[config.mk]
export PLATFORM = sky130hd
export DESIGN_NAME = dcfifo_write_ctrl
export DESIGN_NICKNAME = d
export VERILOG_FILES = /design/src/hdl/dcfifo_pkg.sv /design/src/hdl/dcfifo_write_ctrl.sv
export VERILOG_INCLUDE_DIRS = /design/src /design/src/include
export SDC_FILE = /design/constraint.sdc
export NUM_CORES = 1
export LEC_CHECK = 0
export BUFFER_PORTS_ARGS = -buffer_cell sky130_fd_sc_hd__buf_2
export CAP_MARGIN = 10
export CELL_PAD_IN_SITES_DETAIL_PLACEMENT = 1
export CELL_PAD_IN_SITES_GLOBAL_PLACEMENT = 1
export CORE_MARGIN = 5
export CORE_UTILIZATION = 30
export CTS_CLUSTER_SIZE = 30
export DETAILED_ROUTE_END_ITERATION = 7
export PLACE_DENSITY_LB_ADDON = 0.1
export REMOVE_ABC_BUFFERS = 1
export SKIP_LAST_GASP = 1
export SLEW_MARGIN = 15
export SYNTH_ARGS = -nofsm -noshare
export SYNTH_HDL_FRONTEND = slang
export SYNTH_SLANG_ARGS = --single-unit
[constraint.sdc]
create_clock -name in_clk -period 2 [get_ports in_clk]
set_input_delay 0.2 -clock in_clk [delete_from_list [all_inputs] [get_ports in_clk]]
set_output_delay 0.2 -clock in_clk [all_outputs]
set_load 0.01 [all_outputs]
[src/include/dcfifo_defines.svh]
/*
 * Width and depth settings for the dual-clock streaming FIFO.
 * Included by the package and by any RTL that sizes ports or arrays.
 */
`ifndef DCFIFO_DEFINES_SVH
`define DCFIFO_DEFINES_SVH

// Stream data, one byte per beat
`define DCFIFO_DATA_WIDTH 8

// 16 entries
`define DCFIFO_ADDR_WIDTH 4

// Flip-flops in each pointer synchronizer
`define DCFIFO_SYNC_STAGES 2

// CSR word and the level fields inside it
`define DCFIFO_CSR_WIDTH 32
`define DCFIFO_LEVEL_WIDTH 24

`endif

[src/hdl/dcfifo_pkg.sv]
/*
 * Types shared by the FIFO blocks and the Gray code helpers used
 * for the pointer crossing. Import with dcfifo_pkg::* in the module header.
 */
package dcfifo_pkg;

`include "dcfifo_defines.svh"

    localparam int PTR_MSB = `DCFIFO_ADDR_WIDTH;

    // One stream beat as stored in the memory
    typedef struct packed {
        logic                          startofpacket;
        logic                          endofpacket;
        logic [`DCFIFO_DATA_WIDTH-1:0] data;
    } payload_t;

    typedef logic [`DCFIFO_ADDR_WIDTH-1:0]  addr_t;
    // Extra MSB separates full from empty
    typedef logic [`DCFIFO_ADDR_WIDTH:0]    ptr_t;
    typedef logic [`DCFIFO_LEVEL_WIDTH-1:0] level_t;
    typedef logic [`DCFIFO_CSR_WIDTH-1:0]   csr_data_t;

    typedef enum logic {
        CSR_FILL_LEVEL = 1'b0,
        CSR_THRESHOLD  = 1'b1
    } csr_addr_e;

    // Direction of the threshold test
    typedef enum logic {
        CMP_AT_LEAST,
        CMP_AT_MOST
    } level_cmp_e;

    function automatic ptr_t bin2gray(ptr_t bin);
        return bin ^ (bin >> 1);
    endfunction

    function automatic ptr_t gray2bin(ptr_t gray);
        ptr_t bin;
        bin[PTR_MSB] = gray[PTR_MSB];
        for (int i = PTR_MSB - 1; i >= 0; i--) begin
            bin[i] = bin[i+1] ^ gray[i];
        end
        return bin;
    endfunction

endpackage

[src/hdl/dcfifo_write_ctrl.sv]
/*
 * Write side control. Advances the write pointer on accepted beats and
 * registers the full flag and the input fill level against the read pointer.
 */
`timescale 1ns/1ps

module dcfifo_write_ctrl import dcfifo_pkg::*; (
    input  logic   in_clk,
    input  logic   in_reset_n,
    input  logic   in_valid,
    input  ptr_t   rd_ptr,
    output logic   in_ready,
    output logic   wr_en,
    output ptr_t   wr_ptr,
    output level_t fill_level
);

    localparam int AW = $bits(addr_t);

    ptr_t wr_ptr_next;
    ptr_t fill_next;
    logic full;

    assign in_ready = !full;
    assign wr_en    = in_valid && in_ready;

    assign wr_ptr_next = wr_ptr + ptr_t'(wr_en);
    // Modulo pointer distance, never more than the depth
    assign fill_next   = wr_ptr_next - rd_ptr;

    // --------------------------------------------------
    // Pointer, full flag, fill level
    // --------------------------------------------------
    always_ff @(posedge in_clk or negedge in_reset_n) begin
        if (!in_reset_n) begin
            wr_ptr     <= '0;
            full       <= 1'b0;
            fill_level <= '0;
        end else begin
            wr_ptr     <= wr_ptr_next;
            // Same slot, opposite lap
            full       <= (wr_ptr_next[AW-1:0] == rd_ptr[AW-1:0]) &&
                          (wr_ptr_next[AW] != rd_ptr[AW]);
            fill_level <= level_t'(fill_next);
        end
    end

endmodule

==> flow_summary.json <==
{
  "drv_cap": 0,
  "criticalPathCategory": "flip-flop to flip-flop",
  "ys_top_cells_by_area": "dfrtp_1 40%, buf_4 21%, ha_1 9.2%",
  "synth_edf_count": 0,
  "placementRows": 17,
  "r2r_start": "full",
  "cts_max_level": 1,
  "combinationalPowerShare": 0.573,
  "status": "completed",
  "synth_common_cells": "19 x buf_4, 11 x dfrtp_1, 10 x inv_1, 6 x xnor2_1, 5 x ha_1",
  "worstPathCellList": "nor2b_2 -> and2_4 -> ha_2 -> xor2_2 -> ha_1 -> a21o_1 -> a21oi_1 -> xnor2_1",
  "fin_ws_ps": 141,
  "vdd_drop_max_mv": 0.456,
  "synth_area_um2": 682,
  "critical_path_arrival_ps": 2040,
  "cts_tree": "done",
  "synthArstFlopShare": 1.00,
  "clk_pin_slew_ps": 80,
  "synthCells": 65,
  "power.switching_uw": 515,
  "syn2layout_area_growth_pct": 19.8,
  "io_buffers": 19,
  "cp-startpoint": "full",
  "p_per_area_nw_per_um2": 1590,
  "grt_max_degree": 12,
  "die_x_um": 57.7,
  "nNetsFinal": 106,
  "cp_slowest_cell": "dfrtp_1",
  "fin_crit_sh": 0.930,
  "min_from": "rd_ptr[0]",
  "worst_setup_path_end_kind": "flip-flop",
  "synth-seq-cells": 11,
  "setup_viol": 0,
  "p_seq_frac": 0.314,
  "dr_wl_met2_um": 589,
  "drt_iter0_drc": 1,
  "routed-wl-met3_um": 103,
  "multi_input_area_um2": 314,
  "n_fill_cell": 278,
  "viasPerCell": 3.74,
  "grt_first_pass_wirelength_um": 2010,
  "gp_congestion": 0.646,
  "hold_ws_ps": 225,
  "drive_gt1_frac": 0.374,
  "p_sw_frac": 0.397,
  "clock-sinks": 11,
  "die-area_um2": 3330,
  "synth-seq-area-share": 0.404,
  "required_ps": 2180,
  "firstDrtPassIters": 2,
  "finalWirelength_um": 1210,
  "synth_cell_types": 17,
  "grt.overflow.total": 0,
  "routed.top_layer": "met4",
  "core_um2": 2190,
  "grt_pass1_vias": 490,
  "dpl.hpwl_um": 1050,
  "syn_area_per_cell_um2": 10.5,
  "tns_ps": 0,
  "finalHoldViolations": 0,
  "die_h_um": 57.7,
  "clkLatencyLatePin_ps": 260,
  "drv_slew": 0,
  "fin_skew_ps": 6.98,
  "ant_nets": 0,
  "route.detailed.drc": 0,
  "rsz0062_at_grt": "no",
  "critPathBufInv": 0,
  "min_period_ps": 1860,
  "vias": 445,
  "track_usage": 0.0790,
  "cp-start-kind": "flip-flop",
  "clockPowerShare": 0.113,
  "fin_area_um2": 817,
  "seq_area_um2": 275,
  "hold_class": "input pin to flip-flop",
  "synthFlopType": "dfrtp_1",
  "antenna_found_initial": 0,
  "cts-root-buf": "clkbuf_4",
  "cp_max_fo": 2,
  "p_leak_nw": 0.449,
  "synth_top_cell_by_area": "dfrtp_1",
  "postPlaceCellArea_um2": 752,
  "p_int_uw": 781,
  "cts.path.max_buffers": 2,
  "fmax_ghz": 0.538,
  "layout.cells.non_filler": 119,
  "critPathTopFamily": "adder cells",
  "post-place-ws_ps": 62.8,
  "wl_per_cell_um": 10.1,
  "yosysMostFrequentCell": "buf_4",
  "numCtsBuffers": 3,
  "max_stage_delay_ps": 390,
  "dp_cells": 113,
  "synth_top_area_frac": 0.404,
  "ys_warn_count": 0,
  "n_antenna_cell": 0,
  "start_util": 0.311,
  "ioPinCount": 39,
  "wl_met1_um": 487
}
-- path summary, 6_finish.rpt --
kind                       slack (ps)  depth (start not counted)             to
hold / removal                    230                          3  fill_level[0]
setup reg to reg                  140                          8  fill_level[4]
min in group asynchronous         330                          2  fill_level[0]
max in group asynchronous        1460                          2  fill_level[3]
setup / recovery                  140                          8  fill_level[4]
hold reg to reg                   520                          1      wr_ptr[4]
-- power groups by stage --
stage	Sequential [mW]	Combinational (mW)	Clock, mW
after floorplan	0.464	0.416	0
after global placement	0.407	0.706	0
after detailed placement	0.409	0.717	0
after CTS	0.405	0.726	0.154
after global routing	0.425	0.843	0.170
final	0.407	0.742	0.146
-- metrics by stage --
stage / power, mW / util
global placement: 1.11 / 0.343
finish: 1.30 / 0.373
floorplan: 0.880 / -
CTS: 1.28 / 0.360
detailed placement: 1.13 / 0.343
global route: 1.44 / 0.373
-- timing repair --
action | 4_1_cts | 5_1_grt
hold buffers | 1 | 0
hold endpoints to repair | 11 | 0
buffers inserted | 0 | 1
gates resized for setup | 0 | 6
setup endpoints to repair | 0 | 2
-- cell type report --
| type | instances | area share |
|---|---|---|
| timing repair buffer | 23 | 0.156 |
| multi-input combinational | 43 | 0.384 |
| tap | 28 | 0.0429 |
| clock buffer | 3 | 0.0276 |
| inverter | 10 | 0.0459 |
| clock inverter | 1 | 0.00613 |
| sequential | 11 | 0.337 |
-- cell families after synthesis --
logic type,Yosys count,share of synthesized area
and+or+nand+nor,6,0.0551
AOI/OAI and AO/OA,4,0.0367
adders and majority gates,6,0.121
other,1,0.00550
buffers and inverters,29,0.264
xor gates and xnor gates,8,0.114
DFF,11,0.404
-- metal layers --
| layer | vias up | GRT usage |
|---|---|---|
| met5 | - | 0 |
| met4 | 0 | 0.0596 |
| li1 | 212 | - |
| met1 | 208 | 0.0930 |
| met2 | 23 | 0.132 |
| met3 | 2 | 0.00668 |
-- worst reg2reg max path, delay by kind of cell (launching register included) --
family                   cells  cell delay [ps]
AND/OR/NAND/NOR              2              290
flip-flops                   1              390
adder cells (fa/ha/maj)      2              470
AO/OA/AOI/OAI                2              320
XOR/XNOR                     2              310
-- registers in the layout, summed over array words and instances, names as in the netlist --
signal / flops
full: 1
fill_level: 5
wr_ptr: 5
-- layout by cell type, fill, tap and decap left out --
cell | synthesis | layout
nand3_1 | 1 | 1
buf_4 | 19 | 3
clkinv_2 | 0 | 1
xnor2_1 | 6 | 6
fa_2 | 0 | 1
ha_2 | 0 | 2
clkbuf_4 | 0 | 3
xor2_2 | 0 | 1
ha_1 | 5 | 3
nand3_2 | 1 | 1
nand4_1 | 1 | 1
xnor2_2 | 1 | 1
dfrtp_1 | 11 | 11
nor2b_2 | 0 | 1
a21oi_1 | 2 | 2
nor2_1 | 1 | 1
conb_1 | 1 | 19
buf_2 | 0 | 19
inv_1 | 10 | 10
a21o_1 | 2 | 2
dlygate4sd3_1 | 0 | 1
and2_4 | 0 | 1
(Power assumes the default switching activity.)
