[config.mk]
export PLATFORM = sky130hd
export DESIGN_NAME = dcfifo_level_csr_flat
export DESIGN_NICKNAME = d
export VERILOG_FILES = /design/src/hdl/dcfifo_pkg.sv /design/src/hdl/dcfifo_csr_if.sv /design/src/hdl/dcfifo_level_csr.sv /design/src/flat_wrapper.sv
export VERILOG_INCLUDE_DIRS = /design/src /design/src/include
export SDC_FILE = /design/constraint.sdc
export NUM_CORES = 1
export LEC_CHECK = 0
export ABC_CLOCK_PERIOD_IN_PS = 1900
export BUFFER_PORTS_ARGS = -buffer_cell sky130_fd_sc_hd__buf_2
export CAP_MARGIN = 20
export CORE_ASPECT_RATIO = 0.8
export CORE_MARGIN = 10
export CORE_UTILIZATION = 25
export CTS_CLUSTER_DIAMETER = 200
export DETAILED_ROUTE_END_ITERATION = 8
export SKIP_CTS_REPAIR_TIMING = 1
export SLEW_MARGIN = 5
export SYNTH_ARGS = -nofsm -noshare
export SYNTH_HDL_FRONTEND = slang
export SYNTH_SLANG_ARGS = --single-unit
[constraint.sdc]
create_clock -name clk -period 1.9 [get_ports clk]
set_clock_uncertainty 0.15 [all_clocks]
set_input_delay 0.095 -clock clk [delete_from_list [all_inputs] [get_ports clk]]
set_output_delay 0.095 -clock clk [all_outputs]
set_load 0.01 [all_outputs]
[src/include/dcfifo_defines.svh]
/*
 * Width and depth settings for the dual-clock streaming FIFO.
 * Included by the package and by any RTL that sizes ports or arrays.
 */
`ifndef DCFIFO_DEFINES_SVH
`define DCFIFO_DEFINES_SVH

// Stream data, one byte per beat
`define DCFIFO_DATA_WIDTH 8

// 16 entries
`define DCFIFO_ADDR_WIDTH 4

// Flip-flops in each pointer synchronizer
`define DCFIFO_SYNC_STAGES 2

// CSR word and the level fields inside it
`define DCFIFO_CSR_WIDTH 32
`define DCFIFO_LEVEL_WIDTH 24

`endif

[src/hdl/dcfifo_pkg.sv]
/*
 * Types shared by the FIFO blocks and the Gray code helpers used
 * for the pointer crossing. Import with dcfifo_pkg::* in the module header.
 */
package dcfifo_pkg;

`include "dcfifo_defines.svh"

    localparam int PTR_MSB = `DCFIFO_ADDR_WIDTH;

    // One stream beat as stored in the memory
    typedef struct packed {
        logic                          startofpacket;
        logic                          endofpacket;
        logic [`DCFIFO_DATA_WIDTH-1:0] data;
    } payload_t;

    typedef logic [`DCFIFO_ADDR_WIDTH-1:0]  addr_t;
    // Extra MSB separates full from empty
    typedef logic [`DCFIFO_ADDR_WIDTH:0]    ptr_t;
    typedef logic [`DCFIFO_LEVEL_WIDTH-1:0] level_t;
    typedef logic [`DCFIFO_CSR_WIDTH-1:0]   csr_data_t;

    typedef enum logic {
        CSR_FILL_LEVEL = 1'b0,
        CSR_THRESHOLD  = 1'b1
    } csr_addr_e;

    // Direction of the threshold test
    typedef enum logic {
        CMP_AT_LEAST,
        CMP_AT_MOST
    } level_cmp_e;

    function automatic ptr_t bin2gray(ptr_t bin);
        return bin ^ (bin >> 1);
    endfunction

    function automatic ptr_t gray2bin(ptr_t gray);
        ptr_t bin;
        bin[PTR_MSB] = gray[PTR_MSB];
        for (int i = PTR_MSB - 1; i >= 0; i--) begin
            bin[i] = bin[i+1] ^ gray[i];
        end
        return bin;
    endfunction

endpackage

[src/hdl/dcfifo_csr_if.sv]
/*
 * Two-register CSR bus. The top level drives the master side from its
 * plain ports and each level/threshold block sits on the slave side.
 */
`timescale 1ns/1ps
`include "dcfifo_defines.svh"

interface dcfifo_csr_if;

    logic                         address;
    logic                         read;
    logic                         write;
    logic [`DCFIFO_CSR_WIDTH-1:0] writedata;
    // Registered, valid the cycle after read
    logic [`DCFIFO_CSR_WIDTH-1:0] readdata;

    modport master (output address, read, write, writedata, input readdata);

    modport slave (input address, read, write, writedata, output readdata);

endinterface

[src/hdl/dcfifo_level_csr.sv]
/*
 * Threshold register and CSR read-back for one side of the FIFO, plus the
 * streamed status bit. CMP selects almost full or almost empty behaviour.
 */
`timescale 1ns/1ps

module dcfifo_level_csr import dcfifo_pkg::*; #(
    parameter level_cmp_e CMP = CMP_AT_LEAST
) (
    input  logic              clk,
    input  logic              reset_n,
    input  level_t            fill_level,
    dcfifo_csr_if.slave       csr,
    output logic              status_valid,
    output logic              status_data
);

    level_t    threshold;
    csr_addr_e addr;
    logic      level_hit;

    assign addr = csr_addr_e'(csr.address);

    // --------------------------------------------------
    // CSR access, write wins over read
    // --------------------------------------------------
    always_ff @(posedge clk or negedge reset_n) begin
        if (!reset_n) begin
            threshold   <= '0;
            csr.readdata <= '0;
        end else if (csr.write) begin
            if (addr == CSR_THRESHOLD) begin
                threshold <= level_t'(csr.writedata);
            end
        end else if (csr.read) begin
            // Upper byte reads zero through the extension
            case (addr)
                CSR_FILL_LEVEL: csr.readdata <= csr_data_t'(fill_level);
                CSR_THRESHOLD:  csr.readdata <= csr_data_t'(threshold);
                default:        csr.readdata <= '0;
            endcase
        end
    end

    assign level_hit = (CMP == CMP_AT_LEAST) ? (fill_level >= threshold)
                                             : (fill_level <= threshold);

    // Status goes valid one cycle out of reset
    always_ff @(posedge clk or negedge reset_n) begin
        if (!reset_n) begin
            status_valid <= 1'b0;
            status_data  <= 1'b0;
        end else begin
            status_valid <= 1'b1;
            status_data  <= level_hit;
        end
    end

endmodule

[src/flat_wrapper.sv]
// flat-port wrapper written by rule: the top's interface ports become plain ports
module dcfifo_level_csr_flat import dcfifo_pkg::*;
#(
    parameter level_cmp_e CMP = CMP_AT_LEAST
)
  (clk, reset_n, fill_level, status_valid, status_data, csr_address, csr_read, csr_write, csr_writedata, csr_readdata);
  dcfifo_csr_if csr_i ();
  input  logic clk;
  input  logic reset_n;
  input  level_t fill_level;
  output logic status_valid;
  output logic status_data;
  input wire logic [$bits(csr_i.address)-1:0] csr_address;
  input wire logic [$bits(csr_i.read)-1:0] csr_read;
  input wire logic [$bits(csr_i.write)-1:0] csr_write;
  input wire logic [$bits(csr_i.writedata)-1:0] csr_writedata;
  output wire logic [$bits(csr_i.readdata)-1:0] csr_readdata;
  assign csr_i.address = csr_address;
  assign csr_i.read = csr_read;
  assign csr_i.write = csr_write;
  assign csr_i.writedata = csr_writedata;
  assign csr_readdata = csr_i.readdata;
  dcfifo_level_csr #(.CMP(CMP)) u_core (.clk(clk), .reset_n(reset_n), .fill_level(fill_level), .csr(csr_i), .status_valid(status_valid), .status_data(status_data));
endmodule
==> flow_summary.html <==
<table>
<tr><th>Metric</th><th>Value</th></tr>
<tr><th colspan="2">Status</th></tr>
<tr><td>Run status</td><td>finished with violations</td></tr>
<tr><td>Failing checks</td><td>hold timing</td></tr>
<tr><th colspan="2">Global route</th></tr>
<tr><td>M1 GR Usage</td><td>between 10% and 20%</td></tr>
<tr><td>Global router's overall resource usage</td><td>between 9 and 10%</td></tr>
<tr><td>Routing layer with the top usage in global route</td><td>met2</td></tr>
<tr><td>Via count of the first global-routing pass</td><td>~2,100</td></tr>
<tr><td>Wire length of the first global-routing pass</td><td>between 10,000 and 15,000 µm</td></tr>
<tr><td>GR Layer Usage met2</td><td>~15%</td></tr>
<tr><td>Met3 global-route usage</td><td>3.76%</td></tr>
<tr><td>Pin count of the biggest net entering global routing</td><td>51</td></tr>
<tr><td>Global-route congestion overflow total</td><td>0</td></tr>
<tr><td>Antenna violations before repair</td><td>0</td></tr>
<tr><th colspan="2">Floorplanning</th></tr>
<tr><td>Core Footprint</td><td>10,400 µm²</td></tr>
<tr><td>Rows</td><td>33</td></tr>
<tr><td>Die width</td><td>136 µm</td></tr>
<tr><td>Full die area</td><td>15,400 µm²</td></tr>
<tr><td>Initial cell density of the core</td><td>26.0%</td></tr>
<tr><td>Boundary Pins</td><td>95</td></tr>
<tr><td>Vert. Die Dim</td><td>about 110 µm</td></tr>
<tr><th colspan="2">Power</th></tr>
<tr><td>Internal Dissipation</td><td>about 2200 µW</td></tr>
<tr><td>Power dissipated by switching net loads</td><td>884 µW</td></tr>
<tr><td>Clock network fraction of design power</td><td>between 30 and 40%</td></tr>
<tr><td>Switch share</td><td>between 20% and 30%</td></tr>
<tr><td>Pwr dens</td><td>about 840 nW/µm²</td></tr>
<tr><td>Static power due to leakage</td><td>~0.0019 µW</td></tr>
<tr><td>Proportion of power drawn by flip-flops and latches</td><td>42.6%</td></tr>
<tr><td>Gate power share</td><td>24.6%</td></tr>
<tr><td>Peak supply drop</td><td>between 300 and 400 µV</td></tr>
<tr><td>Overall power of the completed layout</td><td>a little over 3000 µW</td></tr>
<tr><th colspan="2">Placed design</th></tr>
<tr><td>Final HPWL from detailed placement</td><td>~5500 µm</td></tr>
<tr><td>Routability congestion estimate</td><td>about 0.7</td></tr>
<tr><td>Number of buffer cells added on primary ports</td><td>between 70 and 80</td></tr>
<tr><td>Number of placed cells counting well taps</td><td>460</td></tr>
<tr><td>Worst slack after detailed placement</td><td>0.00156 ns</td></tr>
<tr><th colspan="2">Worst setup path</th></tr>
<tr><td>Nature of the critical path endpoint</td><td>flip-flop</td></tr>
<tr><td>Kind of cell adding the most delay to the critical path</td><td>compound AO/OA/AOI/OAI gates</td></tr>
<tr><td>Slowest cell delay on critical path</td><td>0.53 ns</td></tr>
<tr><td>Arrival time worst endpoint</td><td>between 1.5 and 2 ns</td></tr>
<tr><td>Chain of cells forming the critical path</td><td>dlygate4sd3_1, buf_2, ha_1, nand2_1, o21a_1, a2111o_1, o211ai_2</td></tr>
<tr><td>Buffer and inverter count on the worst path</td><td>2</td></tr>
<tr><td>Max FO, Critical Path</td><td>3</td></tr>
<tr><td>Startpoint type of the worst setup path</td><td>input pin</td></tr>
<tr><td>Data required time of the worst path</td><td>slightly below 2 ns</td></tr>
<tr><td>CP max stage cell</td><td>sky130_fd_sc_hd__dlygate4sd3_1</td></tr>
<tr><td>Crit Path Category</td><td>input pin to flip-flop</td></tr>
<tr><th colspan="2">Yosys</th></tr>
<tr><td>Cell count after synthesis</td><td>249</td></tr>
<tr><td>Post-Syn Area</td><td>between 2000 and 3000 µm²</td></tr>
<tr><td>Warnings, synthesis</td><td>0</td></tr>
<tr><td>Library cells used by synthesis</td><td>23</td></tr>
<tr><td>Post-synthesis register bit count</td><td>50</td></tr>
<tr><td>Register area share after synthesis</td><td>roughly 46%</td></tr>
<tr><td>Average footprint of a synthesized cell</td><td>around 11 µm²</td></tr>
<tr><th colspan="2">Finish</th></tr>
<tr><td>End-of-flow core utilization</td><td>~36%</td></tr>
<tr><td>Area growth from synthesis to layout</td><td>37.6%</td></tr>
<tr><td>Number of nets at the end of the flow</td><td>445</td></tr>
<tr><td>Finished Layout Cells</td><td>501</td></tr>
<tr><td>Share of cells above drive strength 1</td><td>around a third</td></tr>
<tr><td>Final antenna diode count</td><td>0</td></tr>
<tr><th colspan="2">Route</th></tr>
<tr><td>Post-detailed-route via-to-cell ratio</td><td>between 4 and 5</td></tr>
<tr><td>DRT antenna net count</td><td>0</td></tr>
<tr><td>Number of detailed-route iterations in the first pass</td><td>4</td></tr>
<tr><td>Overall via count from detail_route</td><td>around 2,100</td></tr>
<tr><td>Drt first-iter violations</td><td>103</td></tr>
<tr><td>WL per Instance</td><td>14.4 µm</td></tr>
<tr><td># DRC</td><td>0</td></tr>
<tr><td>Total length of routed wires</td><td>about 7200 µm</td></tr>
<tr><th colspan="2">Worst hold path</th></tr>
<tr><td>Path type of the worst min-delay path</td><td>input pin to flip-flop</td></tr>
<tr><th colspan="2">Clocking</th></tr>
<tr><td>Clock slew at the register clock pins of the worst setup and hold paths</td><td>roughly 0.07 ns</td></tr>
<tr><td>CTS tree</td><td>done</td></tr>
<tr><td>TritonCTS Sinks</td><td>50</td></tr>
<tr><td>Htree depth</td><td>2</td></tr>
<tr><td>Clock insertion delay at the later pin of the skew report</td><td>a little under 0.3 ns</td></tr>
<tr><td>CTS buffer count</td><td>5</td></tr>
<tr><td>Clock Root Buffer</td><td>sky130_fd_sc_hd__clkbuf_16</td></tr>
<tr><td>Worst-case clock buffer depth</td><td>2</td></tr>
<tr><th colspan="2">Timing</th></tr>
<tr><td>Number of failing hold endpoints at the final stage</td><td>14</td></tr>
<tr><td>Slew at the pin closest to its max-slew limit</td><td>about 0.66 ns</td></tr>
<tr><td>Final period util</td><td>around 96%</td></tr>
<tr><td>Fin crit period</td><td>between 1.5 and 2 ns</td></tr>
<tr><td>Final Setup Violations</td><td>0</td></tr>
<tr><td>Final critical-path setup slack</td><td>between 0.08 and 0.09 ns</td></tr>
<tr><td>Max frequency</td><td>550 MHz</td></tr>
<tr><td>Final Slew Violations</td><td>0</td></tr>
<tr><td>Worst slew slack as a fraction of its limit</td><td>~56%</td></tr>
<tr><td>Setup TNS</td><td>0 ns</td></tr>
<tr><td>Post-Route Hold Slack</td><td>-0.0375 ns</td></tr>
<tr><td>RSZ-0062 raised after global routing</td><td>no</td></tr>
<tr><th colspan="2">Flow run</th></tr>
<tr><td>Reported max-cap violation count</td><td>0</td></tr>
</table>
[logic make-up after synthesis]
| family | Yosys count | synth area share, % |
|---|---|---|
| simple gates | 38 | 6.00 |
| mux | 48 | 18.8 |
| fa+ha+maj | 24 | 11.1 |
| other cells | 2 | 0.277 |
| buf+inv | 42 | 7.76 |
| compound gates | 45 | 9.88 |
| flops | 50 | 46.2 |
[placed cells by master (no fill, tap or decap), drive strengths merged]
cell          n
clkinv        2
clkbuf        5
nand2        29
inv          24
mux2i        24
ha           24
bufinv        1
o211ai        1
conb          9
o21a          4
mux2         24
a2111oi       1
a2111o        1
nand4         5
a2bb2oi       1
nor2          2
dlygate4sd3  33
o311a         1
a21o          2
a21oi         9
buf          82
nand2b        2
dfrtp        50
o21ai        25
[per-stage QoR]
step	area (µm²)	hold WS, ns
5_1_grt	3730	0.00128
3_3_place_gp	3230	0.109
2_1_floorplan	2740	-0.351
3_5_place_dp	3230	0.126
4_1_cts	3390	-0.196
6_report	3730	-0.0375
[registers in the layout (all words and copies together) (netlist names)]
name	count
u_core.status_valid	1
u_core.threshold	24
u_core.status_data	1
u_core.csr.readdata	24
[path summary, 6_finish.rpt]
check	startpoint	to	slack [ns]	cells after the start
worst max-delay path	fill_level[11]	u_core.status_data	0.08	7
worst min-delay path	fill_level[12]	u_core.csr.readdata[12]	-0.04	3
worst max register to register	u_core.threshold[10]	u_core.status_data	0.13	6
worst min register to register	u_core.csr.readdata[12]	u_core.csr.readdata[12]	0.33	2
max in group asynchronous	reset_n	u_core.threshold[15]	0.85	3
min in group asynchronous	reset_n	u_core.threshold[4]	0.31	3
[power by group through the flow]
stage | Clock, µW | Sequential [µW] | Combinational, µW
floorplan | 0 | 1380 | 410
global placement | 0 | 1340 | 713
detailed placement | 0 | 1350 | 728
CTS | 1070 | 1330 | 731
global route | 1110 | 1350 | 887
finish | 1020 | 1330 | 767
[cell type report]
type	count	area, µm²
fill	1079	6680
clock buffer	5	125
sequential	50	1250
timing repair buffer	115	763
tap	140	175
inverter	24	90.1
multi-input combinational	164	1280
clock inverter	3	40.0
[routing by layer]
metal / part of all wire [%] / up-vias
li1: - / 1066
met2: 47 / 55
met3: 6.4 / 7
met4: 1.2 / 0
met1: 45 / 971
met5: 0 / -
[Yosys cell counts]
| master | count | area share (%) |
|---|---|---|
| sky130_fd_sc_hd__nand2_1 | 28 | 3.9 |
| sky130_fd_sc_hd__o211ai_2 | 1 | 0.46 |
| sky130_fd_sc_hd__a2bb2oi_1 | 1 | 0.32 |
| sky130_fd_sc_hd__inv_1 | 24 | 3.3 |
| sky130_fd_sc_hd__mux2_2 | 24 | 10 |
| sky130_fd_sc_hd__ha_1 | 24 | 11 |
| sky130_fd_sc_hd__nor2_1 | 2 | 0.28 |
| sky130_fd_sc_hd__a21oi_1 | 9 | 1.7 |
| sky130_fd_sc_hd__buf_4 | 13 | 3.6 |
| sky130_fd_sc_hd__o311a_2 | 1 | 0.42 |
| sky130_fd_sc_hd__clkbuf_1 | 2 | 0.28 |
| sky130_fd_sc_hd__nand2_2 | 1 | 0.23 |
| sky130_fd_sc_hd__o21a_1 | 4 | 1.1 |
| sky130_fd_sc_hd__o21ai_0 | 25 | 4.6 |
| sky130_fd_sc_hd__conb_1 | 2 | 0.28 |
| sky130_fd_sc_hd__mux2i_1 | 24 | 8.9 |
| sky130_fd_sc_hd__nand4_1 | 5 | 1.2 |
| sky130_fd_sc_hd__a2111oi_0 | 1 | 0.32 |
| sky130_fd_sc_hd__nand2b_1 | 2 | 0.46 |
| sky130_fd_sc_hd__a21o_1 | 2 | 0.55 |
| sky130_fd_sc_hd__a2111o_1 | 1 | 0.42 |
| sky130_fd_sc_hd__dfrtp_1 | 50 | 46 |
| sky130_fd_sc_hd__buf_2 | 3 | 0.55 |
[tightest hold or removal path: stages]
cell                      delay [ns]
sky130_fd_sc_hd__buf_2          0.09
sky130_fd_sc_hd__mux2i_1        0.05
sky130_fd_sc_hd__o21ai_0        0.13
No activity file was read; power rests on OpenSTA's default activity.
