[src/include/dcfifo_defines.svh]
/*
 * Width and depth settings for the dual-clock streaming FIFO.
 * Included by the package and by any RTL that sizes ports or arrays.
 */
`ifndef DCFIFO_DEFINES_SVH
`define DCFIFO_DEFINES_SVH

// Stream data, one byte per beat
`define DCFIFO_DATA_WIDTH 8

// 16 entries
`define DCFIFO_ADDR_WIDTH 4

// Flip-flops in each pointer synchronizer
`define DCFIFO_SYNC_STAGES 2

// CSR word and the level fields inside it
`define DCFIFO_CSR_WIDTH 32
`define DCFIFO_LEVEL_WIDTH 24

`endif

[src/hdl/dcfifo_pkg.sv]
/*
 * Types shared by the FIFO blocks and the Gray code helpers used
 * for the pointer crossing. Import with dcfifo_pkg::* in the module header.
 */
package dcfifo_pkg;

`include "dcfifo_defines.svh"

    localparam int PTR_MSB = `DCFIFO_ADDR_WIDTH;

    // One stream beat as stored in the memory
    typedef struct packed {
        logic                          startofpacket;
        logic                          endofpacket;
        logic [`DCFIFO_DATA_WIDTH-1:0] data;
    } payload_t;

    typedef logic [`DCFIFO_ADDR_WIDTH-1:0]  addr_t;
    // Extra MSB separates full from empty
    typedef logic [`DCFIFO_ADDR_WIDTH:0]    ptr_t;
    typedef logic [`DCFIFO_LEVEL_WIDTH-1:0] level_t;
    typedef logic [`DCFIFO_CSR_WIDTH-1:0]   csr_data_t;

    typedef enum logic {
        CSR_FILL_LEVEL = 1'b0,
        CSR_THRESHOLD  = 1'b1
    } csr_addr_e;

    // Direction of the threshold test
    typedef enum logic {
        CMP_AT_LEAST,
        CMP_AT_MOST
    } level_cmp_e;

    function automatic ptr_t bin2gray(ptr_t bin);
        return bin ^ (bin >> 1);
    endfunction

    function automatic ptr_t gray2bin(ptr_t gray);
        ptr_t bin;
        bin[PTR_MSB] = gray[PTR_MSB];
        for (int i = PTR_MSB - 1; i >= 0; i--) begin
            bin[i] = bin[i+1] ^ gray[i];
        end
        return bin;
    endfunction

endpackage

[src/hdl/dcfifo_read_ctrl.sv]
/*
 * Read side control with the registered output stage. The memory is
 * addressed with the next read pointer so its registered read lines up
 * with the stage load.
 */
`timescale 1ns/1ps

module dcfifo_read_ctrl import dcfifo_pkg::*; (
    input  logic     out_clk,
    input  logic     out_reset_n,
    input  logic     out_ready,
    input  ptr_t     wr_ptr,
    input  payload_t rd_data,
    output ptr_t     rd_ptr,
    output addr_t    rd_addr,
    output payload_t out_payload,
    output logic     out_valid,
    output level_t   fill_level
);

    ptr_t rd_ptr_next;
    ptr_t mem_fill_next;
    ptr_t mem_fill;
    logic empty;
    logic load;

    // Stage takes a beat when empty or when the sink drains it
    assign load = out_ready || !out_valid;

    assign rd_ptr_next   = rd_ptr + ptr_t'(load && !empty);
    assign rd_addr       = addr_t'(rd_ptr_next);
    assign mem_fill_next = wr_ptr - rd_ptr_next;

    // --------------------------------------------------
    // Pointer, empty flag, memory fill
    // --------------------------------------------------
    always_ff @(posedge out_clk or negedge out_reset_n) begin
        if (!out_reset_n) begin
            rd_ptr   <= '0;
            empty    <= 1'b1;
            mem_fill <= '0;
        end else begin
            rd_ptr   <= rd_ptr_next;
            empty    <= (rd_ptr_next == wr_ptr);
            mem_fill <= mem_fill_next;
        end
    end

    // --------------------------------------------------
    // Output stage
    // --------------------------------------------------
    always_ff @(posedge out_clk or negedge out_reset_n) begin
        if (!out_reset_n) begin
            out_valid <= 1'b0;
        end else if (load) begin
            out_valid <= !empty;
        end
    end

    always_ff @(posedge out_clk) begin
        if (load) begin
            out_payload <= rd_data;
        end
    end

    // Counts the output stage too, so a full FIFO reads 17
    assign fill_level = level_t'(mem_fill) + level_t'(out_valid);

endmodule

[config.mk]
export PLATFORM = sky130hd
export DESIGN_NAME = dcfifo_read_ctrl
export DESIGN_NICKNAME = d
export VERILOG_FILES = /design/src/hdl/dcfifo_pkg.sv /design/src/hdl/dcfifo_read_ctrl.sv
export VERILOG_INCLUDE_DIRS = /design/src /design/src/include
export SDC_FILE = /design/constraint.sdc
export NUM_CORES = 1
export LEC_CHECK = 0
export ABC_AREA = 1
export ABC_CLOCK_PERIOD_IN_PS = 2300
export BUFFER_PORTS_ARGS = -buffer_cell sky130_fd_sc_hd__buf_4
export CAP_MARGIN = 20
export CORE_MARGIN = 2
export CORE_UTILIZATION = 45
export DETAILED_ROUTE_END_ITERATION = 12
export PLACE_DENSITY_LB_ADDON = 0.2
export SLEW_MARGIN = 25
export SYNTH_ARGS = -nofsm -noshare
export SYNTH_HDL_FRONTEND = slang
export SYNTH_SLANG_ARGS = --single-unit
[constraint.sdc]
create_clock -name out_clk -period 2.3 [get_ports out_clk]
set_input_delay 0.115 -clock out_clk [delete_from_list [all_inputs] [get_ports out_clk]]
set_output_delay 0.115 -clock out_clk [all_outputs]
set_load 0.02 [all_outputs]
==> results of run 1 <==
report_power, final:
group          internal, mW  leakage, nW  total, mW  switching, mW
Clock                0.0675       0.0150      0.176          0.108
Combinational         0.512        0.617       1.27          0.754
Sequential            0.534        0.235      0.630         0.0960
Total                  1.11        0.867       2.07          0.959
registers in the layout, indices dropped and copies added (netlist names):
| signal | count |
|---|---|
| out_payload | 10 |
| mem_fill | 5 |
| rd_ptr | 5 |
| empty | 1 |
| out_valid | 1 |
placed cells by master (no fill, tap or decap), types with 6 or more instances in the layout:
cell type      netlist  layout
buf_4               22      44
inv_1               23      23
nand2_1             19      19
conb_1               1      18
nand3_1             17      17
dlygate4sd3_1        0      11
dfrtp_1             11      11
edfxtp_1            10      10
xor2_1               7       7
ha_1                 6       6
worst reg2reg max path: stages, from the launching register on:
cell,delay (ns)
dfstp_2,0.55
inv_1,0.03
nand2_1,0.09
nor2_1,0.06
ha_1,0.34
inv_1,0.06
ha_1,0.29
inv_1,0.04
nor2_1,0.08
nor2_1,0.04
nand2_1,0.06
nand2_1,0.06
xor2_1,0.13
cell usage after synthesis, drive strengths merged:
cell type	count
ha	6
dfstp	1
nand4	2
nand2	22
xnor2	1
fa	1
buf	22
nor2	3
inv	23
nor3	2
edfxtp	10
xor2	7
dfrtp	11
nand3	17
conb	1
layer usage:
| metal | up-vias | global-route usage, % | wire length [um] |
|---|---|---|---|
| met5 | - | 0 | 0 |
| met4 | 0 | 6.12 | 30 |
| met3 | 4 | 3.69 | 172 |
| met2 | 50 | 28.9 | 1210 |
| met1 | 448 | 16.8 | 968 |
| li1 | 472 | - | - |
how the worst min path moves through the flow:
| stage | start | end | slack [ns] | depth (start not counted) |
|---|---|---|---|---|
| 4_1_cts | wr_ptr[4] | empty | 0.11 | 4 |
| 3_5_place_dp | out_reset_n | mem_fill[4] | -0.03 | 1 |
| 2_1_floorplan | out_reset_n | mem_fill[0] | -0.18 | 0 |
| 3_3_place_gp | out_reset_n | mem_fill[4] | -0.04 | 1 |
| 6_report | wr_ptr[4] | empty | 0.13 | 4 |
| 5_1_grt | wr_ptr[4] | empty | 0.09 | 4 |
layout make-up:
class | instances | area share [%]
Clock buffer | 4 | 1.60
Timing Repair Buffer | 55 | 26.8
Multi-Input combinational cell | 79 | 27.2
Sequential cell | 22 | 36.7
Inverter | 23 | 5.26
Tap cell | 31 | 2.36
through the flow:
step	worst slack, ns	util, %	cell area, sq um
after global placement	0.431	56.0	1500
after global routing	0.120	61.1	1640
after detailed placement	0.380	56.0	1500
final	0.360	61.1	1640
after CTS	0.336	61.1	1640
after floorplan	0.191	-	1300
kinds of logic after synthesis:
group	after synthesis	synth area share [%]
xor gates and xnor gates	8	5.67
adders and majority gates	7	7.69
buffers and inverters	45	20.3
DFF	22	48.7
other	1	0.303
and+or+nand+nor	46	17.3
==> run_results.csv, run 1 <==
group,metric,value,unit
route,dr.pass1.iters,4,
pwr,p_per_area,1260,nW/um^2
yosys,synth_top_area_share,24.3,%
floorplanning,initial_core_util,46.0,%
layout,multi_input_area,447,sq um
clock_tree,holdBufCountCts,11,
route,vias,974,
layout,final_layout_size_suffix_gt1_share,28.4,%
critical_path,arrival,2.13,ns
global_route,track_usage,15.5,%
place,port_buffers,43,
route,ant_nets,0,
global_route,grt_pass1_wl,3.78,mm
floorplanning,dieArea,3180,sq um
route,drc,0,
floorplanning,coreArea,2690,sq um
critical_path,rr_startpoint,"empty",
yosys,synth_area,1240,sq um
timing,fin_crit_sh,84.4,%
critical_path,critPathLaunch,"empty",
place,place_inst,199,
floorplanning,num_rows,19,
status,outcome,"completed",
route,drtIter0Drc,12,
critical_path,crit_required,2.49,ns
timing,whs,0.126,ns
critical_path,path_buf_inv,3,
yosys,synth_cells,129,
clock_tree,htree_num_levels,1,
route,wirelength,2.38,mm
layout,synthToLayoutAreaGrowth,32.7,%
critical_path,path_class,"flop to flop",
yosys,ys_types,17,
route,routedWlPerCell,11.1,um
layout,instances_no_fill,214,
timing,rsz0062_at_grt,"false",
clock_tree,clk_latency,0.30,ns
critical_path,reg2reg_to,"mem_fill[3]",
yosys,synthTopCellsByArea,"edfxtp_1, dfrtp_1, buf_4",
floorplanning,die_w,56.4,um
flow_run,max-cap-violations,0,
clock_tree,cts_setup_buffers,0,
clock_tree,numCtsBuffers,3,
critical_path,cp.depth,12,
yosys,syn_avg_cell_area,9.58,sq um
critical_path,cpLargestDelayFamily,"adder cells",
clock_tree,clock_path_buffers,2,
clock_tree,tritoncts,"done",
min_path,hold_class,"input pin to flop",
critical_path,reg2regPathDepth,12,
timing,finalMaxSlewViolations,0,
global_route,gr-total-overflow,0,
clock_tree,clk_pin_slew,0.12,ns
yosys,ys_warn_count,0,
timing,clock.fmax,515,MHz
floorplanning,die_y,56.4,um
timing,fin_crit,1.94,ns
clock_tree,cts.repair.resized,0,
pwr,vdd_drop_max,0.720,mV
global_route,grt_max_degree,13,
yosys,netlist.top_cell.by_area,"edfxtp_1",
layout,diodes,0,
layout,seq_area,602,sq um
timing,finalHoldViolCount,0,
layout,nFillCells,245,
layout,layout.nets,209,
timing,setup_viol,0,
global_route,grt_pass1_vias,881,
pwr,power.leakage,0.867,nW
critical_path,critPathMaxStageDelay,0.55,ns
critical_path,rrSetupSlack,0.36,ns
floorplanning,ios,62,
global_route,antenna_found_initial,0,
place,routabilityCongestion,0.748,
timing,clock_skew,0.00979,ns
clock_tree,cts.sinks,22,
timing,setup_tns,0,ns
critical_path,cp-start-kind,"flop",
critical_path,cp_max_fo,4,
place,hpwlAfterDp,1.87,mm
critical_path,path_cells,"inv_1 -> nand2_1 -> nor2_1 -> ha_1 -> inv_1 -> ha_1 -> inv_1 -> nor2_1 -> nor2_1 -> nand2_1 -> nand2_1 -> xor2_1",
pwr,finalPower,2.07,mW
route,routed_via_density,4.55,
critical_path,endpoint,"mem_fill[3]",
critical_path,critPathSlowestCell,"dfstp_2",
clock_tree,root_buffer,"clkbuf_4",
critical_path,crit_path_end_kind,"flop",
yosys,yosysSeqAreaShare,48.7,%
yosys,synth-seq-cells,22,
(Power assumes the default switching activity.)
==> run 2, diff against run 1 <==
ABC_AREA = 0   (was 1)
ABC_CLOCK_PERIOD_IN_PS = 1680   (was 2300)
CORE_UTILIZATION = 39   (was 45)
clock period = 1.68 ns   (was 2.3 ns; I/O delays follow)
==> run 2 against run 1 <==
The run now ends with negative setup slack left. Synthesized cell count down 29%. Flip-flop and latch count unchanged. Die area up 4.6%. Setup slack got worse by 0.67 ns. Register-to-register slack worse by 0.67 ns. Sequential power is 45% higher. Clock skew fell by 0.0076 ns. Critical path depth is 4 lower. Maximum frequency decreased by 2.6%. Non-clock buffer count rose by 15. Count of clock-buffer cells in the layout shrank 1.
==> run_results.csv, run 2 <==
group,metric,value,unit
status,outcome,"finished with violations",
status,failed_checks,"negative setup slack",
yosys,synth_area,1120,sq um
global_route,track_usage,14.8,%
floorplanning,die_y,57.7,um
route,ant_nets,0,
yosys,synth_xor_area_share,10.8,%
global_route,grt_pass1_vias,833,
yosys,synthMuxAreaShare,0,%
route,drc,0,
layout,final_layout_size_suffix_gt1_share,55.0,%
pwr,p_per_area,2020,nW/um^2
layout,synthToLayoutAreaGrowth,64.3,%
yosys,synth_top_family_by_area,"buffers and inverters",
critical_path,critPathMaxStageDelay,0.42,ns
yosys,synth-simple-area-share,5.67,%
place,dpl_cell_area,1490,sq um
place,hpwlAfterDp,1.62,mm
timing,fin_crit_sh,119,%
pwr,power.leakage,0.861,nW
critical_path,crit_path_end_kind,"flop",
flow_run,max-cap-violations,0,
yosys,yosysSeqAreaShare,53.5,%
yosys,synth_commonest_cells,"buf_4, dfrtp_1, edfxtp_1, inv_1, xnor2_1",
yosys,synthTopCellsByArea,"edfxtp_1, dfrtp_1, buf_4",
floorplanning,num_rows,19,
yosys,synth-seq-cells,22,
route,wirelength,2.35,mm
layout,diodes,0,
yosys,synth_top_area_share,26.7,%
place,routabilityCongestion,0.699,
clock_tree,root_buffer,"clkbuf_4",
timing,setup_viol,8,
layout,multi_input_area,537,sq um
timing,rsz0062_at_grt,"true",
floorplanning,dieArea,3330,sq um
layout,layout_common_cells,"buf_4, conb_1, dlygate4sd3_1",
critical_path,path_cells,"nor2b_4 -> nor3b_4 -> ha_4 -> inv_2 -> ha_4 -> a221o_2 -> o21ai_2 -> xnor2_1",
critical_path,cp_max_fo,3,
layout,nFillCells,214,
yosys,yosysMostFrequentCell,"buf_4",
critical_path,arrival,2.24,ns
yosys,synth_enable_flop_cells,10,
timing,whs,0.0468,ns
clock_tree,clock_path_buffers,2,
timing,clock.fmax,502,MHz
critical_path,cpLargestDelayFamily,"adder cells",
route,drtIter0Drc,7,
route,routed_via_density,4.32,
layout,seq_area,603,sq um
timing,clock_skew,0.00218,ns
layout,layout_commonest_cell,"buf_4",
critical_path,path_buf_inv,1,
floorplanning,ios,62,
yosys,synthArstFlopShare,54.5,%
yosys,synth_cells,91,
timing,fin_crit,1.99,ns
min_path,hold_class,"input pin to flop",
global_route,gr-total-overflow,0,
floorplanning,coreArea,2760,sq um
clock_tree,numCtsBuffers,3,
global_route,antenna_found_initial,0,
place,port_buffers,43,
critical_path,path_class,"flop to flop",
timing,setup_slack,-0.313,ns
yosys,synth-compound-area-share,2.22,%
clock_tree,tritoncts,"done",
floorplanning,die_w,57.7,um
critical_path,cp-start-kind,"flop",
yosys,ys.flop_type,"dfrtp_1",
critical_path,crit_required,1.93,ns
yosys,ys_types,22,
global_route,grt_max_degree,14,
clock_tree,cts.sinks,22,
clock_tree,clk_latency,0.31,ns
yosys,synth_fa_ha_area_share,9.45,%
critical_path,cpMostUsedCell,"ha_4",
pwr,vdd_drop_max,2.15,mV
layout,layout.nets,186,
yosys,syn_avg_cell_area,12.4,sq um
timing,finalHoldViolCount,0,
layout,top_regs,"out_payload (10), mem_fill (5), rd_ptr (5)",
route,dr.pass1.iters,3,
global_route,grt_pass1_wl,3.58,mm
clock_tree,htree_num_levels,1,
layout,top_register,"out_payload",
yosys,netlist.top_cell.by_area,"edfxtp_1",
route,routedWlPerCell,12.3,um
layout,largest_reg_flops,10,
yosys,ys_warn_count,0,
clock_tree,clk_pin_slew,0.13,ns
layout,final_cell_area,1850,sq um
route,vias,825,
critical_path,critPathSlowestCell,"dfrtp_2",
timing,finalMaxSlewViolations,0,
floorplanning,initial_core_util,40.8,%
## run 2: stage by stage
| stage | utilization (%) | total power [mW] | cells | TNS (ns) | setup WS, ns |
|---|---|---|---|---|---|
| final | 67.0 | 3.73 | 191 | -1.48 | -0.313 |
| after global routing | 67.0 | 3.97 | 191 | -1.99 | -0.398 |
| after CTS | 64.5 | 3.58 | 191 | -1.40 | -0.295 |
| after detailed placement | 54.0 | 2.78 | 170 | -1.26 | -0.396 |
| after global placement | 54.0 | 2.74 | 170 | -1.10 | -0.366 |
| after floorplan | - | 2.12 | 108 | -0.711 | -0.307 |
## run 2: what timing repair did
| item | in CTS | in global routing |
|---|---|---|
| hold endpoints to repair | 22 | 0 |
| pin swaps | 11 | 4 |
| hold buffers | 11 | 0 |
| resized for setup | 15 | 11 |
| cloned | 0 | 0 |
| setup endpoints to repair | 9 | 10 |
| buffers inserted | 6 | 1 |
## run 2: cells by family (layout without fill, tap and decap cells)
group | after synthesis | after routing
compound gates | 3 | 3
xor+xnor | 13 | 13
fa+ha+maj | 8 | 8
buf+inv | 32 | 84
flops | 22 | 22
other cells | 1 | 18
simple gates | 12 | 12
## run 2: final timing paths
check                                 start  slack (ns)  depth (start not counted)     endpoint
worst max register to register    out_valid       -0.31                          8  mem_fill[3]
worst max-delay path              out_valid       -0.31                          8  mem_fill[3]
min in group asynchronous       out_reset_n        0.12                          2    rd_ptr[3]
worst min register to register        empty        0.62                          2    out_valid
max in group asynchronous       out_reset_n        1.34                          2        empty
worst min-delay path              wr_ptr[4]        0.05                          3        empty
## run 2: area by class of cell
type                            instances  area share [%]
Clock inverter                          1            1.62
Sequential cell                        22            32.6
Inverter                               10            2.03
Multi-Input combinational cell         54            29.0
Tap cell                               31            2.10
Clock buffer                            3            1.22
Timing Repair Buffer                   70            31.3
## run 2: power breakdown
group | switching (mW) | internal [mW] | total (mW) | leakage, nW
logic | 1.10 | 1.31 | 2.41 | 0.599
clock network | 0.168 | 0.241 | 0.410 | 0.0279
registers | 0.175 | 0.740 | 0.915 | 0.234
## run 2: layer usage
| layer | routed length, um | global-route usage [%] | share of wire [%] |
|---|---|---|---|
| met5 | 0 | 0 | 0 |
| met4 | 61 | 8.64 | 2.6 |
| met3 | 114 | 2.01 | 4.9 |
| met2 | 1340 | 27.1 | 57 |
| met1 | 827 | 16.1 | 35 |
## run 2: worst register-to-register path: stages (launching register included)
cell and delay, ns:
dfrtp_2 0.42, nor2b_4 0.14, nor3b_4 0.27, ha_4 0.27, inv_2 0.06, ha_4 0.19
a221o_2 0.39, o21ai_2 0.06, xnor2_1 0.13
